===== src/f2_pkg.sv =====
`default_nettype none

package f2_pkg;

    //////////////////////////////////////////////////
    // Bus and port widths

    typedef logic [22:0] word_addr_t;   // 68000 word address, A23..A1
    typedef logic [15:0] bus_data_t;
    typedef logic [7:0]  byte_t;
    typedef logic [1:0]  lane_n_t;      // {uds_n, lds_n}
    typedef logic [9:0]  joy_t;

    typedef enum logic [1:0] {
        GAME_FINALB,
        GAME_GROWL,
        GAME_NINJAK
    } game_t;

    typedef enum logic [1:0] {
        REGION_NONE,
        REGION_WORK,
        REGION_IO,
        REGION_IACK
    } region_t;

    //////////////////////////////////////////////////
    // Memory map, byte address bits 23..16

    localparam byte_t WORK_BASE_FINALB = 8'h10;
    localparam byte_t WORK_BASE_GROWL  = 8'h10;
    localparam byte_t WORK_BASE_NINJAK = 8'h20;

    localparam byte_t IO_BASE_FINALB = 8'h30;
    localparam byte_t IO_BASE_GROWL  = 8'h30;
    localparam byte_t IO_BASE_NINJAK = 8'hB0;

    localparam int WORK_AW = 15;    // 64 KB of work RAM

    // Function code of an interrupt acknowledge cycle
    localparam logic [2:0] FC_IACK = 3'd7;

    //////////////////////////////////////////////////
    // Input chip word offsets

    localparam logic [3:0] PORT_DSWA = 4'd0;
    localparam logic [3:0] PORT_DSWB = 4'd1;
    localparam logic [3:0] PORT_P1   = 4'd2;
    localparam logic [3:0] PORT_P2   = 4'd3;
    localparam logic [3:0] PORT_SYS  = 4'd4;

    // Interrupt levels
    localparam logic [2:0] IRQ_VBL_LEVEL = 3'd5;
    localparam logic [2:0] IRQ_DMA_LEVEL = 3'd6;

endpackage

`default_nettype wire


===== src/cpu_bus_if.sv =====
`timescale 1ns/100ps
`default_nettype none

// Registered CPU cycle, fanned out to every target
interface cpu_bus_if;
    import f2_pkg::*;

    logic       start;      // One clock per bus cycle
    region_t    region;
    logic       rw;         // 1 = read
    lane_n_t    ds_n;
    word_addr_t waddr;
    bus_data_t  wdata;

    modport source (
        output start, region, rw, ds_n, waddr, wdata
    );

    modport target (
        input start, region, rw, ds_n, waddr, wdata
    );

endinterface

`default_nettype wire


===== src/region_decoder.sv =====
`timescale 1ns/100ps
`default_nettype none

module region_decoder (
    input  logic               clk,
    input  logic               reset,
    input  logic               as_n,
    input  logic               rw,
    input  f2_pkg::lane_n_t    ds_n,
    input  f2_pkg::word_addr_t addr,
    input  logic [2:0]         fc,
    input  f2_pkg::bus_data_t  wdata,
    input  f2_pkg::game_t      game,
    cpu_bus_if.source          bus,
    output logic               cycle_active
);
    import f2_pkg::*;

    logic    as_prev;
    logic    new_cycle;
    byte_t   work_base;
    byte_t   io_base;
    byte_t   addr_hi;
    region_t region_next;

    assign new_cycle = as_prev & ~as_n;
    assign addr_hi   = addr[22:15];     // byte address bits 23..16

    always_comb begin
        case (game)
            GAME_GROWL: begin
                work_base = WORK_BASE_GROWL;
                io_base   = IO_BASE_GROWL;
            end
            GAME_NINJAK: begin
                work_base = WORK_BASE_NINJAK;
                io_base   = IO_BASE_NINJAK;
            end
            default: begin
                work_base = WORK_BASE_FINALB;
                io_base   = IO_BASE_FINALB;
            end
        endcase
    end

    always_comb begin
        if (fc == FC_IACK)
            region_next = REGION_IACK;
        else if (addr_hi == work_base)
            region_next = REGION_WORK;
        else if (addr_hi == io_base)
            region_next = REGION_IO;
        else
            region_next = REGION_NONE;
    end

    always_ff @(posedge clk) begin
        if (reset) begin
            as_prev      <= 1'b1;
            cycle_active <= 1'b0;
            bus.start    <= 1'b0;
            bus.region   <= REGION_NONE;
        end else begin
            as_prev   <= as_n;
            bus.start <= new_cycle;
            if (new_cycle) begin
                cycle_active <= 1'b1;
                bus.region   <= region_next;
            end else if (as_n) begin
                cycle_active <= 1'b0;   // CPU ended the cycle
            end
        end
    end

    // Cycle payload, held until the next start
    always_ff @(posedge clk) begin
        if (new_cycle) begin
            bus.rw    <= rw;
            bus.ds_n  <= ds_n;
            bus.waddr <= addr;
            bus.wdata <= wdata;
        end
    end

endmodule

`default_nettype wire


===== src/flat_wrapper.sv =====
// flat-port wrapper written by rule: the top's interface ports become plain ports
module region_decoder_flat import f2_pkg::*;
  (clk, reset, as_n, rw, ds_n, addr, fc, wdata, game, cycle_active, bus_start, bus_region, bus_rw, bus_ds_n, bus_waddr, bus_wdata);
  cpu_bus_if bus_i ();
  input  logic clk;
  input  logic reset;
  input  logic as_n;
  input  logic rw;
  input  f2_pkg::lane_n_t ds_n;
  input  f2_pkg::word_addr_t addr;
  input  logic [2:0] fc;
  input  f2_pkg::bus_data_t wdata;
  input  f2_pkg::game_t game;
  output logic cycle_active;
  output wire logic [$bits(bus_i.start)-1:0] bus_start;
  output wire logic [$bits(bus_i.region)-1:0] bus_region;
  output wire logic [$bits(bus_i.rw)-1:0] bus_rw;
  output wire logic [$bits(bus_i.ds_n)-1:0] bus_ds_n;
  output wire logic [$bits(bus_i.waddr)-1:0] bus_waddr;
  output wire logic [$bits(bus_i.wdata)-1:0] bus_wdata;
  assign bus_start = bus_i.start;
  assign bus_region = bus_i.region;
  assign bus_rw = bus_i.rw;
  assign bus_ds_n = bus_i.ds_n;
  assign bus_waddr = bus_i.waddr;
  assign bus_wdata = bus_i.wdata;
  region_decoder u_core (.clk(clk), .reset(reset), .as_n(as_n), .rw(rw), .ds_n(ds_n), .addr(addr), .fc(fc), .wdata(wdata), .game(game), .bus(bus_i), .cycle_active(cycle_active));
endmodule

===== config.mk =====
export PLATFORM = sky130hd
export DESIGN_NAME = region_decoder_flat
export DESIGN_NICKNAME = d
export VERILOG_FILES = /design/src/f2_pkg.sv /design/src/cpu_bus_if.sv /design/src/region_decoder.sv /design/src/flat_wrapper.sv
export SDC_FILE = /design/constraint.sdc
export NUM_CORES = 1
export LEC_CHECK = 0
export ABC_AREA = 1
export BUFFER_PORTS_ARGS = -buffer_cell sky130_fd_sc_hd__buf_2
export CORE_ASPECT_RATIO = 1.1
export CORE_UTILIZATION = 47
export CTS_BUF_LIST = sky130_fd_sc_hd__clkbuf_8
export DETAILED_ROUTE_END_ITERATION = 8
export PLACE_DENSITY = 0.94
export SLEW_MARGIN = 20
export SYNTH_ARGS = -nofsm -noshare
export SYNTH_HDL_FRONTEND = slang
export SYNTH_SLANG_ARGS = --single-unit
export TNS_END_PERCENT = 1

===== constraint.sdc =====
create_clock -name clk -period 2.4 [get_ports clk]
set_input_delay 0.6 -clock clk [delete_from_list [all_inputs] [get_ports clk]]
set_output_delay 0.6 -clock clk [all_outputs]
set_load 0.02 [all_outputs]

==> results of run 1 <==
==> flip-flops by register name, indices dropped and copies added, names as in the netlist <==
signal	count
u_core.bus.wdata	16
u_core.bus.region	2
u_core.cycle_active	1
u_core.bus.waddr	23
u_core.as_prev	1
u_core.bus.ds_n	2
u_core.bus.rw	1
u_core.bus.start	1
==> power breakdown <==
part / switching [mW] / internal [mW]
Clock: 0.229 / 0.411
Combinational: 0.109 / 0.0662
Sequential: 0.0105 / 0.942
==> kinds of logic (layout without fill, tap and decap cells) <==
| kind of cell | count (synthesis) | count (layout) | share of synthesized area |
|---|---|---|---|
| AND/OR/NAND/NOR | 28 | 28 | 0.0828 |
| AO/OA/AOI/OAI | 3 | 3 | 0.0122 |
| buffers and inverters | 9 | 114 | 0.0219 |
| flip-flops | 47 | 47 | 0.883 |
==> cell usage after synthesis (all sizes together) <==
| cell type | count | area [um^2] |
|---|---|---|
| edfxtp | 42 | 1260 |
| nor2 | 12 | 57.6 |
| nand2 | 11 | 41.3 |
| inv | 9 | 33.8 |
| dfxtp | 5 | 100 |
| nand3 | 3 | 15.0 |
| o21ai | 2 | 10.0 |
| a21oi | 1 | 8.76 |
| nand3b | 1 | 7.51 |
| or2 | 1 | 6.26 |
==> through the flow <==
| stage | setup WS [ps] | std cells | util |
|---|---|---|---|
| final | 963 | 226 | 0.718 |
| after global routing | 901 | 226 | 0.718 |
| after CTS | 939 | 226 | 0.718 |
| after detailed placement | 914 | 218 | 0.675 |
| after global placement | 932 | 218 | 0.675 |
| after floorplan | 697 | 87 | - |
==> final cells by class <==
type / count / area, um^2 / area share
clock buffers: 5 / 68.8 / 0.0312
clock inverters: 3 / 63.8 / 0.0289
well taps: 34 / 42.5 / 0.0193
flip-flops and latches: 47 / 1360 / 0.617
repair buffers: 97 / 490 / 0.222
inverters: 9 / 33.8 / 0.0153
multi-input cells: 31 / 146 / 0.0663
==> routing by layer <==
layer / part of all wire / track usage / wire (um)
met1: 0.35 / 0.181 / 962
met2: 0.49 / 0.261 / 1320
met5: 0 / 0 / 0
met3: 0.15 / 0.0704 / 399
met4: 0.011 / 0.0732 / 29
==> cell usage in the layout, fill, tap and decap left out <==
master      n
a21oi_2     1
buf_2      95
buf_4       2
bufinv_16   2
clkbuf_8    5
dfxtp_1     5
edfxtp_1   42
inv_1      10
nand2_1    11
nand3_1     3
nand3b_1    1
nor2_1      9
nor2_2      2
nor2_4      1
o21ai_0     2
or2_1       1
==> worst paths after layout <==
| path | from | end | slack (ps) | depth (start not counted) |
|---|---|---|---|---|
| worst max register to register | u_core.as_prev | u_core.bus.waddr[1] | 1280 | 3 |
| worst max-delay path | u_core.bus.wdata[0] | bus_wdata[0] | 960 | 1 |
| worst min register to register | u_core.as_prev | u_core.cycle_active | 490 | 2 |
| worst min-delay path | wdata[1] | u_core.bus.wdata[1] | 490 | 1 |
==> results.txt, run 1 <==
number of antenna cells inserted: 0
number of warning messages in the yosys log: 0
CP peak stage delay: 380 ps
detailed-placement wirelength estimate: 2150 um
clk sink count: 47
unique cell type count in the Yosys netlist: 12
final count of hold timing violations: 0
fraction of final layout cells sized beyond drive strength 1: 0.563
effective utilization at floorplan: 0.501
global router's overall resource usage: 0.158
initial antenna violation count: 0
number of global-route vias before repair: 886
worst ir drop on vdd: 0.688 mV
number of flip-flops and latches in the synthesized netlist: 47
path type of the worst setup path: register to primary output
Post-Synthesis Cell Area: 1540 um^2
setup repair after global routing missed its margin: no
Routed WL: 2710 um
final-layout worst hold slack: 487 ps
setup tns final: 0 ps
total die area: 3510 um^2
count of hold-fix buffers inserted at cts: 0
outcome: complete, no violations
Crit. End Element: primary output
placed cell areas: 2070 um^2
post-synthesis net count: 137
total overflow reported by the global router: 0
number of buffers between clock root and the deepest sink: 2
min Tclk post-route: 1440 ps
Tightest Hold Check Type: input pin to register
Finished Cell Area: 2210 um^2
Arrival @ worst endpoint: 840 ps
Fin Clk Skew: 5.18 ps
vias after detailed routing: 1,045
number of port buffers: 95
number of pins with negative max-slew slack in the final report: 0
Max H-tree Level: 2
CTS tree: yes
wire length of the first global-routing pass: 3950 um
number of buffer and inverter instances along the worst setup path: 1
clock transition time at the flip-flop clock pins of the worst setup and hold paths: 80 ps
worst-margin pin slew: 314 ps
required time of the worst setup path: 1800 ps
period utilization: 0.599
overall power after layout: 1.77 mW
number of top-level pins: 96
number of standard cells after synthesis: 87
total power density per cell area: 801 nW/um^2
total DRC errors in the routed layout: 0
maximum clock frequency: 0.696 GHz
Seq/Total Area, Yosys: 0.883
Final setup viols: 0
Worst-Skew Late Latency: 280 ps
Critical-path top delay cell: edfxtp_1
die height: 62.1 um
gate family responsible for the most delay along the worst path: flip-flops
kind of launch point of the worst setup path: register
# Post-CTS Setup Buffers: 0
layout filler cell count: 214
DR iter-0 viols: 22
Pre-antenna DRT Iters: 4
antenna-violating nets left: 0
final weighted congestion in routability-driven placement: 0.702
cells traversed along the worst timing path: buf_2
# resized after CTS: 0
die boundary width: 56.6 um
remaining max-slew budget at the tightest pin: 0.791
Num CTS Buffers: 5
synthesized area per cell: 17.7 um^2
via count normalized by instance count: 4.62
clock tree root driver cell: clkbuf_8
number of cell rows: 21
pin count of the biggest net entering global routing: 28
total of max-cap violations: 0
WL per Instance: 12.0 um
placeable core region: 3070 um^2
leakage: 1.01 nW
Net count, final: 241
largest fanout on the critical path: 1
layout overhead on the synthesized area: 43.2%
Power figures use the tool's default switching activity.
==> run 2: changes to the inputs <==
Settings changed: CORE_UTILIZATION 47 to 39, PLACE_DENSITY 0.94 to 0.84.
Clock period 2.4 ns to 1.2 ns, I/O delays scaled along.
==> run 2 against run 1 <==
Effect of this change: final area about the same; routed wire length increased by 11%; critical path depth unchanged; power increased by 77%; register-to-register slack got worse by 1100 ps.
==> results.txt, run 2 (synthesized netlist as in run 1, its figures left out) <==
placed cell areas: 2120 um^2 (+2.2%)
final count of hold timing violations: 0 (unchanged)
leading cell types in the layout, fill and taps excluded: buf_2 (94), edfxtp_1 (42), nand2_1 (11)
Net count, final: 241 (unchanged)
clock transition time at the flip-flop clock pins of the worst setup and hold paths: 80 ps (about the same)
number of buffer and inverter instances along the worst setup path: 1 (unchanged)
registers with the most flip-flops: u_core.bus.waddr x23, u_core.bus.wdata x16
Fin Clk Skew: 4.97 ps (-0.211 ps)
total power density per cell area: 1420 nW/um^2 (+77%)
clock tree root driver cell: clkbuf_8
global router's overall resource usage: 0.147 (-0.0111)
initial antenna violation count: 0 (unchanged)
Tightest Hold Check Type: input pin to register
vias after detailed routing: 1,015 (-2.9%)
count of cells along the worst register-to-register path: 3 (unchanged)
Finished Cell Area: 2210 um^2 (about the same)
cells traversed along the worst timing path: buf_6
die height: 67.9 um (+9.5%)
most common cell after layout, fill and taps aside: buf_2
clk sink count: 47 (unchanged)
detailed-placement wirelength estimate: 2430 um (+13%)
total die area: 4210 um^2 (+20%)
total DRC errors in the routed layout: 0 (unchanged)
Crit Reg-Reg Startpoint: u_core.as_prev
placeable core region: 3710 um^2 (+21%)
kind of launch point of the worst setup path: register
# resized after CTS: 0 (unchanged)
number of pins with negative max-slew slack in the final report: 0 (unchanged)
CTS tree: yes
min Tclk post-route: 1180 ps
final-layout worst hold slack: 183 ps (-304 ps)
CP endpoint: bus_ds_n[1]
layout filler cell count: 286 (+34%)
outcome: complete, no violations
worst ir drop on vdd: 0.526 mV (-24%)
flip-flop count of the largest register, all copies and words added: 23 (unchanged)
overall power after layout: 3.13 mW (+77%)
gate family responsible for the most delay along the worst path: flip-flops
number of port buffers: 95 (unchanged)
largest fanout on the critical path: 1 (unchanged)
number of cell rows: 23 (+9.5%)
total of max-cap violations: 0 (unchanged)
Worst-Skew Late Latency: 290 ps (about the same)
Routed WL: 3010 um (+11%)
Critical-path top delay cell: edfxtp_1
number of global-route vias before repair: 830 (-6.3%)
DR iter-0 viols: 63 (+190%)
number of top-level pins: 96 (unchanged)
total overflow reported by the global router: 0 (unchanged)
number of antenna cells inserted: 0 (unchanged)
pre-CTS setup slack: 110 ps (-804 ps)
Num CTS Buffers: 5 (unchanged)
pin count of the biggest net entering global routing: 26 (-7.1%)
layout overhead on the synthesized area: 43.3% (about the same)
count of hold-fix buffers inserted at cts: 0 (unchanged)
Max H-tree Level: 2 (unchanged)
Critical Path Stages: 1 (unchanged)
number of buffers between clock root and the deepest sink: 2 (unchanged)
CP peak stage delay: 430 ps (+50 ps)
Pre-antenna DRT Iters: 4 (unchanged)
WL per Instance: 12.4 um (+3.5%)
reg-to-reg slack, setup: 170 ps (-1110 ps)
Arrival @ worst endpoint: 880 ps (+40 ps)
final weighted congestion in routability-driven placement: 0.673 (-4.1%)
remaining max-slew budget at the tightest pin: 0.870 (+0.0795)
effective utilization at floorplan: 0.415 (-0.0862)
antenna-violating nets left: 0 (unchanged)
startpoint of the worst setup timing path: u_core.bus.ds_n[1]
Final setup viols: 0 (unchanged)
period utilization: 0.981
fin util: 0.595 (-0.123)
worst setup slack after layout: 22.6 ps (-940 ps)
Crit. End Element: primary output
register with the most flip-flops: u_core.bus.waddr
worst r2r dst: u_core.bus.wdata[12]
required time of the worst setup path: 900 ps (-900 ps)
fraction of final layout cells sized beyond drive strength 1: 0.568 (+0.00521)
leakage: 1.00 nW (-0.92%)
wire length of the first global-routing pass: 4180 um (+6.0%)
worst-margin pin slew: 192 ps (-121 ps)
maximum clock frequency: 0.849 GHz
path type of the worst setup path: register to primary output
die boundary width: 61.9 um (+9.4%)
via count normalized by instance count: 4.19 (-9.3%)
# Post-CTS Setup Buffers: 0 (unchanged)
==> run 2: cell count changes in the layout (fill, tap and decap cells not counted), sizes merged <==
cell    delta
clkinv     +1
inv        +1
bufinv     -2
==> run 2: area by class of cell <==
type | count | area [um^2] | area share
clock inverters | 3 | 12.5 | 0.00567
clock buffers | 5 | 68.8 | 0.0312
inverters | 9 | 33.8 | 0.0153
repair buffers | 97 | 522 | 0.236
well taps | 50 | 62.6 | 0.0283
flip-flops and latches | 47 | 1360 | 0.617
multi-input cells | 31 | 146 | 0.0663
==> run 2: worst min-delay path by stage <==
stage                        start              endpoint  slack (ps)  cells after the start
finish                    addr[10]  u_core.bus.waddr[10]         180                      1
global route              wdata[9]   u_core.bus.wdata[9]         170                      1
CTS                       addr[10]  u_core.bus.waddr[10]         170                      1
detailed placement  u_core.as_prev      u_core.bus.start         470                      2
global placement    u_core.as_prev      u_core.bus.start         460                      2
floorplan                  ds_n[0]    u_core.bus.ds_n[0]         400                      0
==> run 2: where the power goes <==
part	leakage (nW)	internal (mW)	switching (mW)
sequential	0.444	1.88	0.0227
clock	0.0505	0.392	0.457
combinational	0.510	0.145	0.226
==> run 2: layer usage <==
layer,global-route usage,wire length [um],share of wire,vias up
li1,-,-,-,509
met4,0.0667,44,0.015,0
met1,0.200,1200,0.40,425
met5,0,0,0,-
met3,0.0605,463,0.15,4
met2,0.202,1300,0.43,77
==> run 2: metrics by stage <==
stage          setup TNS [ps]  instances
2_1_floorplan           -9940         87
3_3_place_gp                0        234
3_5_place_dp                0        234
4_1_cts                     0        242
5_1_grt                 -5.99        242
6_report                    0        242
==> run 3: changes to the inputs <==
==> constraint.sdc (replaced) <==
create_clock -name clk -period 1.2 [get_ports clk]
set_input_delay 0 -clock clk [delete_from_list [all_inputs] [get_ports clk]]
set_output_delay 0 -clock clk [all_outputs]
set_load 0.02 [all_outputs]
==> run 3 against run 2 <==
Effect of this change: global-route usage up 3.7 points; first-iteration DRC count down 51%; largest cell class unchanged; largest power group unchanged; worst hold slack worse by 110 ps; final area up 19%; non-clock buffer count up 43; routed wire length up 29%; sequential share of layout area down 9.7 points; sequential power about the same; sequential cell count unchanged.
==> results.txt, run 3 (synthesized netlist as in run 1, its figures left out) <==
Routed WL: 3880 um (+29%)
setup tns final: 0 ps (unchanged)
leading cell types in the layout, fill and taps excluded: buf_2 (95), dlygate4sd3_1 (44), edfxtp_1 (42)
CTS tree: yes
via count normalized by instance count: 4.26 (+1.6%)
number of pins with negative max-slew slack in the final report: 0 (unchanged)
remaining max-slew budget at the tightest pin: 0.854 (-0.0164)
layout overhead on the synthesized area: 70.1%
Max H-tree Level: 2 (unchanged)
maximum clock frequency: 0.932 GHz (+9.8%)
register with the most flip-flops: u_core.bus.waddr
gate family responsible for the most delay along the worst path: simple AND/OR/NAND/NOR gates
setup repair after global routing missed its margin: no
number of buffer and inverter instances along the worst setup path: 2 (+1)
DR iter-0 viols: 31 (-51%)
final weighted congestion in routability-driven placement: 0.727 (+8.0%)
Arrival @ worst endpoint: 1260 ps (+380 ps)
total die area: 4210 um^2 (unchanged)
die boundary width: 61.9 um (unchanged)
fraction of final layout cells sized beyond drive strength 1: 0.460 (-0.108)
cells traversed along the worst timing path: inv_2 -> nor2_4 -> buf_12 -> nand2_1 -> nor2_1 -> nor2_1
registers with the most flip-flops: u_core.bus.waddr x23, u_core.bus.wdata x16
Pre-antenna DRT Iters: 4 (unchanged)
Crit. End Element: register
total overflow reported by the global router: 0 (unchanged)
placeable core region: 3710 um^2 (unchanged)
# resized after CTS: 0 (unchanged)
number of port buffers: 95 (unchanged)
period utilization: 0.894 (-0.0875)
pre-CTS setup slack: 121 ps (+11.1 ps)
CP peak stage delay: 340 ps (-90 ps)
reg-to-reg slack, setup: 130 ps (-40 ps)
Num CTS Buffers: 5 (unchanged)
pin count of the biggest net entering global routing: 46 (+77%)
clock transition time at the flip-flop clock pins of the worst setup and hold paths: 80 ps (about the same)
Net count, final: 284 (+18%)
number of top-level pins: 96 (unchanged)
clk sink count: 47 (unchanged)
wire length of the first global-routing pass: 5260 um (+26%)
Tightest Hold Check Type: input pin to register
path type of the worst setup path: register to register
vias after detailed routing: 1,215 (+20%)
outcome: complete, no violations
final count of hold timing violations: 0 (unchanged)
number of buffers between clock root and the deepest sink: 2 (unchanged)
Critical-path top delay cell: dfxtp_2
detailed-placement wirelength estimate: 2200 um (-9.6%)
total power density per cell area: 1240 nW/um^2 (-12%)
final-layout worst hold slack: 68.0 ps (-115 ps)
effective utilization at floorplan: 0.415 (unchanged)
number of antenna cells inserted: 0 (unchanged)
Top cell by count, worst path: nor2_1
flip-flop count of the largest register, all copies and words added: 23 (unchanged)
worst setup slack after layout: 128 ps (+105 ps)
min Tclk post-route: 1070 ps (-105 ps)
fin util: 0.706 (+0.112)
required time of the worst setup path: 1390 ps (+490 ps)
most common cell after layout, fill and taps aside: buf_2
Placed Cells: 233 (-0.43%)
clock tree root driver cell: clkbuf_8
worst-margin pin slew: 219 ps (+26.7 ps)
WL per Instance: 13.6 um (+9.4%)
total DRC errors in the routed layout: 0 (unchanged)
Post-Layout Cell Count: 285 (+18%)
global router's overall resource usage: 0.184 (+0.0370)
number of cell rows: 23 (unchanged)
total of max-cap violations: 0 (unchanged)
Worst-Skew Late Latency: 290 ps (about the same)
leakage: 1.18 nW (+17%)
initial antenna violation count: 0 (unchanged)
Final setup viols: 0 (unchanged)
number of global-route vias before repair: 1,094 (+32%)
Fin Clk Skew: 8.68 ps (+3.71 ps)
worst ir drop on vdd: 0.563 mV (+7.1%)
die height: 67.9 um (unchanged)
largest fanout on the critical path: 45 (+44)
kind of launch point of the worst setup path: register
antenna-violating nets left: 0 (unchanged)
## run 3: cell count changes in the layout (fill, tap and decap cells not counted), sizes merged
cell / delta
buf: -1
dlygate4sd3: +44
## run 3: report_power, final
part / total (mW) / internal [mW] / switching (mW)
sequential: 1.91 / 1.88 / 0.0241
combinational: 0.482 / 0.229 / 0.253
clock: 0.860 / 0.392 / 0.468
## run 3: area by class of cell
type	instances	area (um^2)
timing repair buffer	140	936
clock inverter	3	12.5
fill	233	1090
multi-input combinational	31	146
clock buffer	5	68.8
sequential	47	1360
tap	50	62.6
inverter	9	33.8
## run 3: layer usage
| layer | track usage | routed length, um |
|---|---|---|
| met1 | 0.216 | 1460 |
| met2 | 0.305 | 1930 |
| met3 | 0.0718 | 449 |
| met4 | 0.0611 | 41 |
| met5 | 0 | 0 |
## run 3: final timing paths
path / startpoint / to / cells after the start
worst max-delay path: u_core.as_prev / u_core.bus.region[0] / 6
worst min-delay path: fc[2] / u_core.bus.region[0] / 5
worst max register to register: u_core.as_prev / u_core.bus.region[0] / 6
worst min register to register: u_core.as_prev / u_core.bus.start / 2
## run 3: timing repair
item                                   CTS  global route
endpoints found under the hold margin   47             0
hold buffers                            44             0
setup buffers                            0             0
## run 3: tightest hold or removal path: cells and delay by family
family / cells / cell delay, ps
buf+inv: 1 / 70
simple gates: 4 / 250
## run 3: stage by stage
stage / cell area, um^2 / total power [mW]
2_1_floorplan: 1540 / 2.12
3_3_place_gp: 2100 / 2.30
3_5_place_dp: 2100 / 2.31
4_1_cts: 2620 / 3.26
5_1_grt: 2620 / 3.38
6_report: 2620 / 3.25
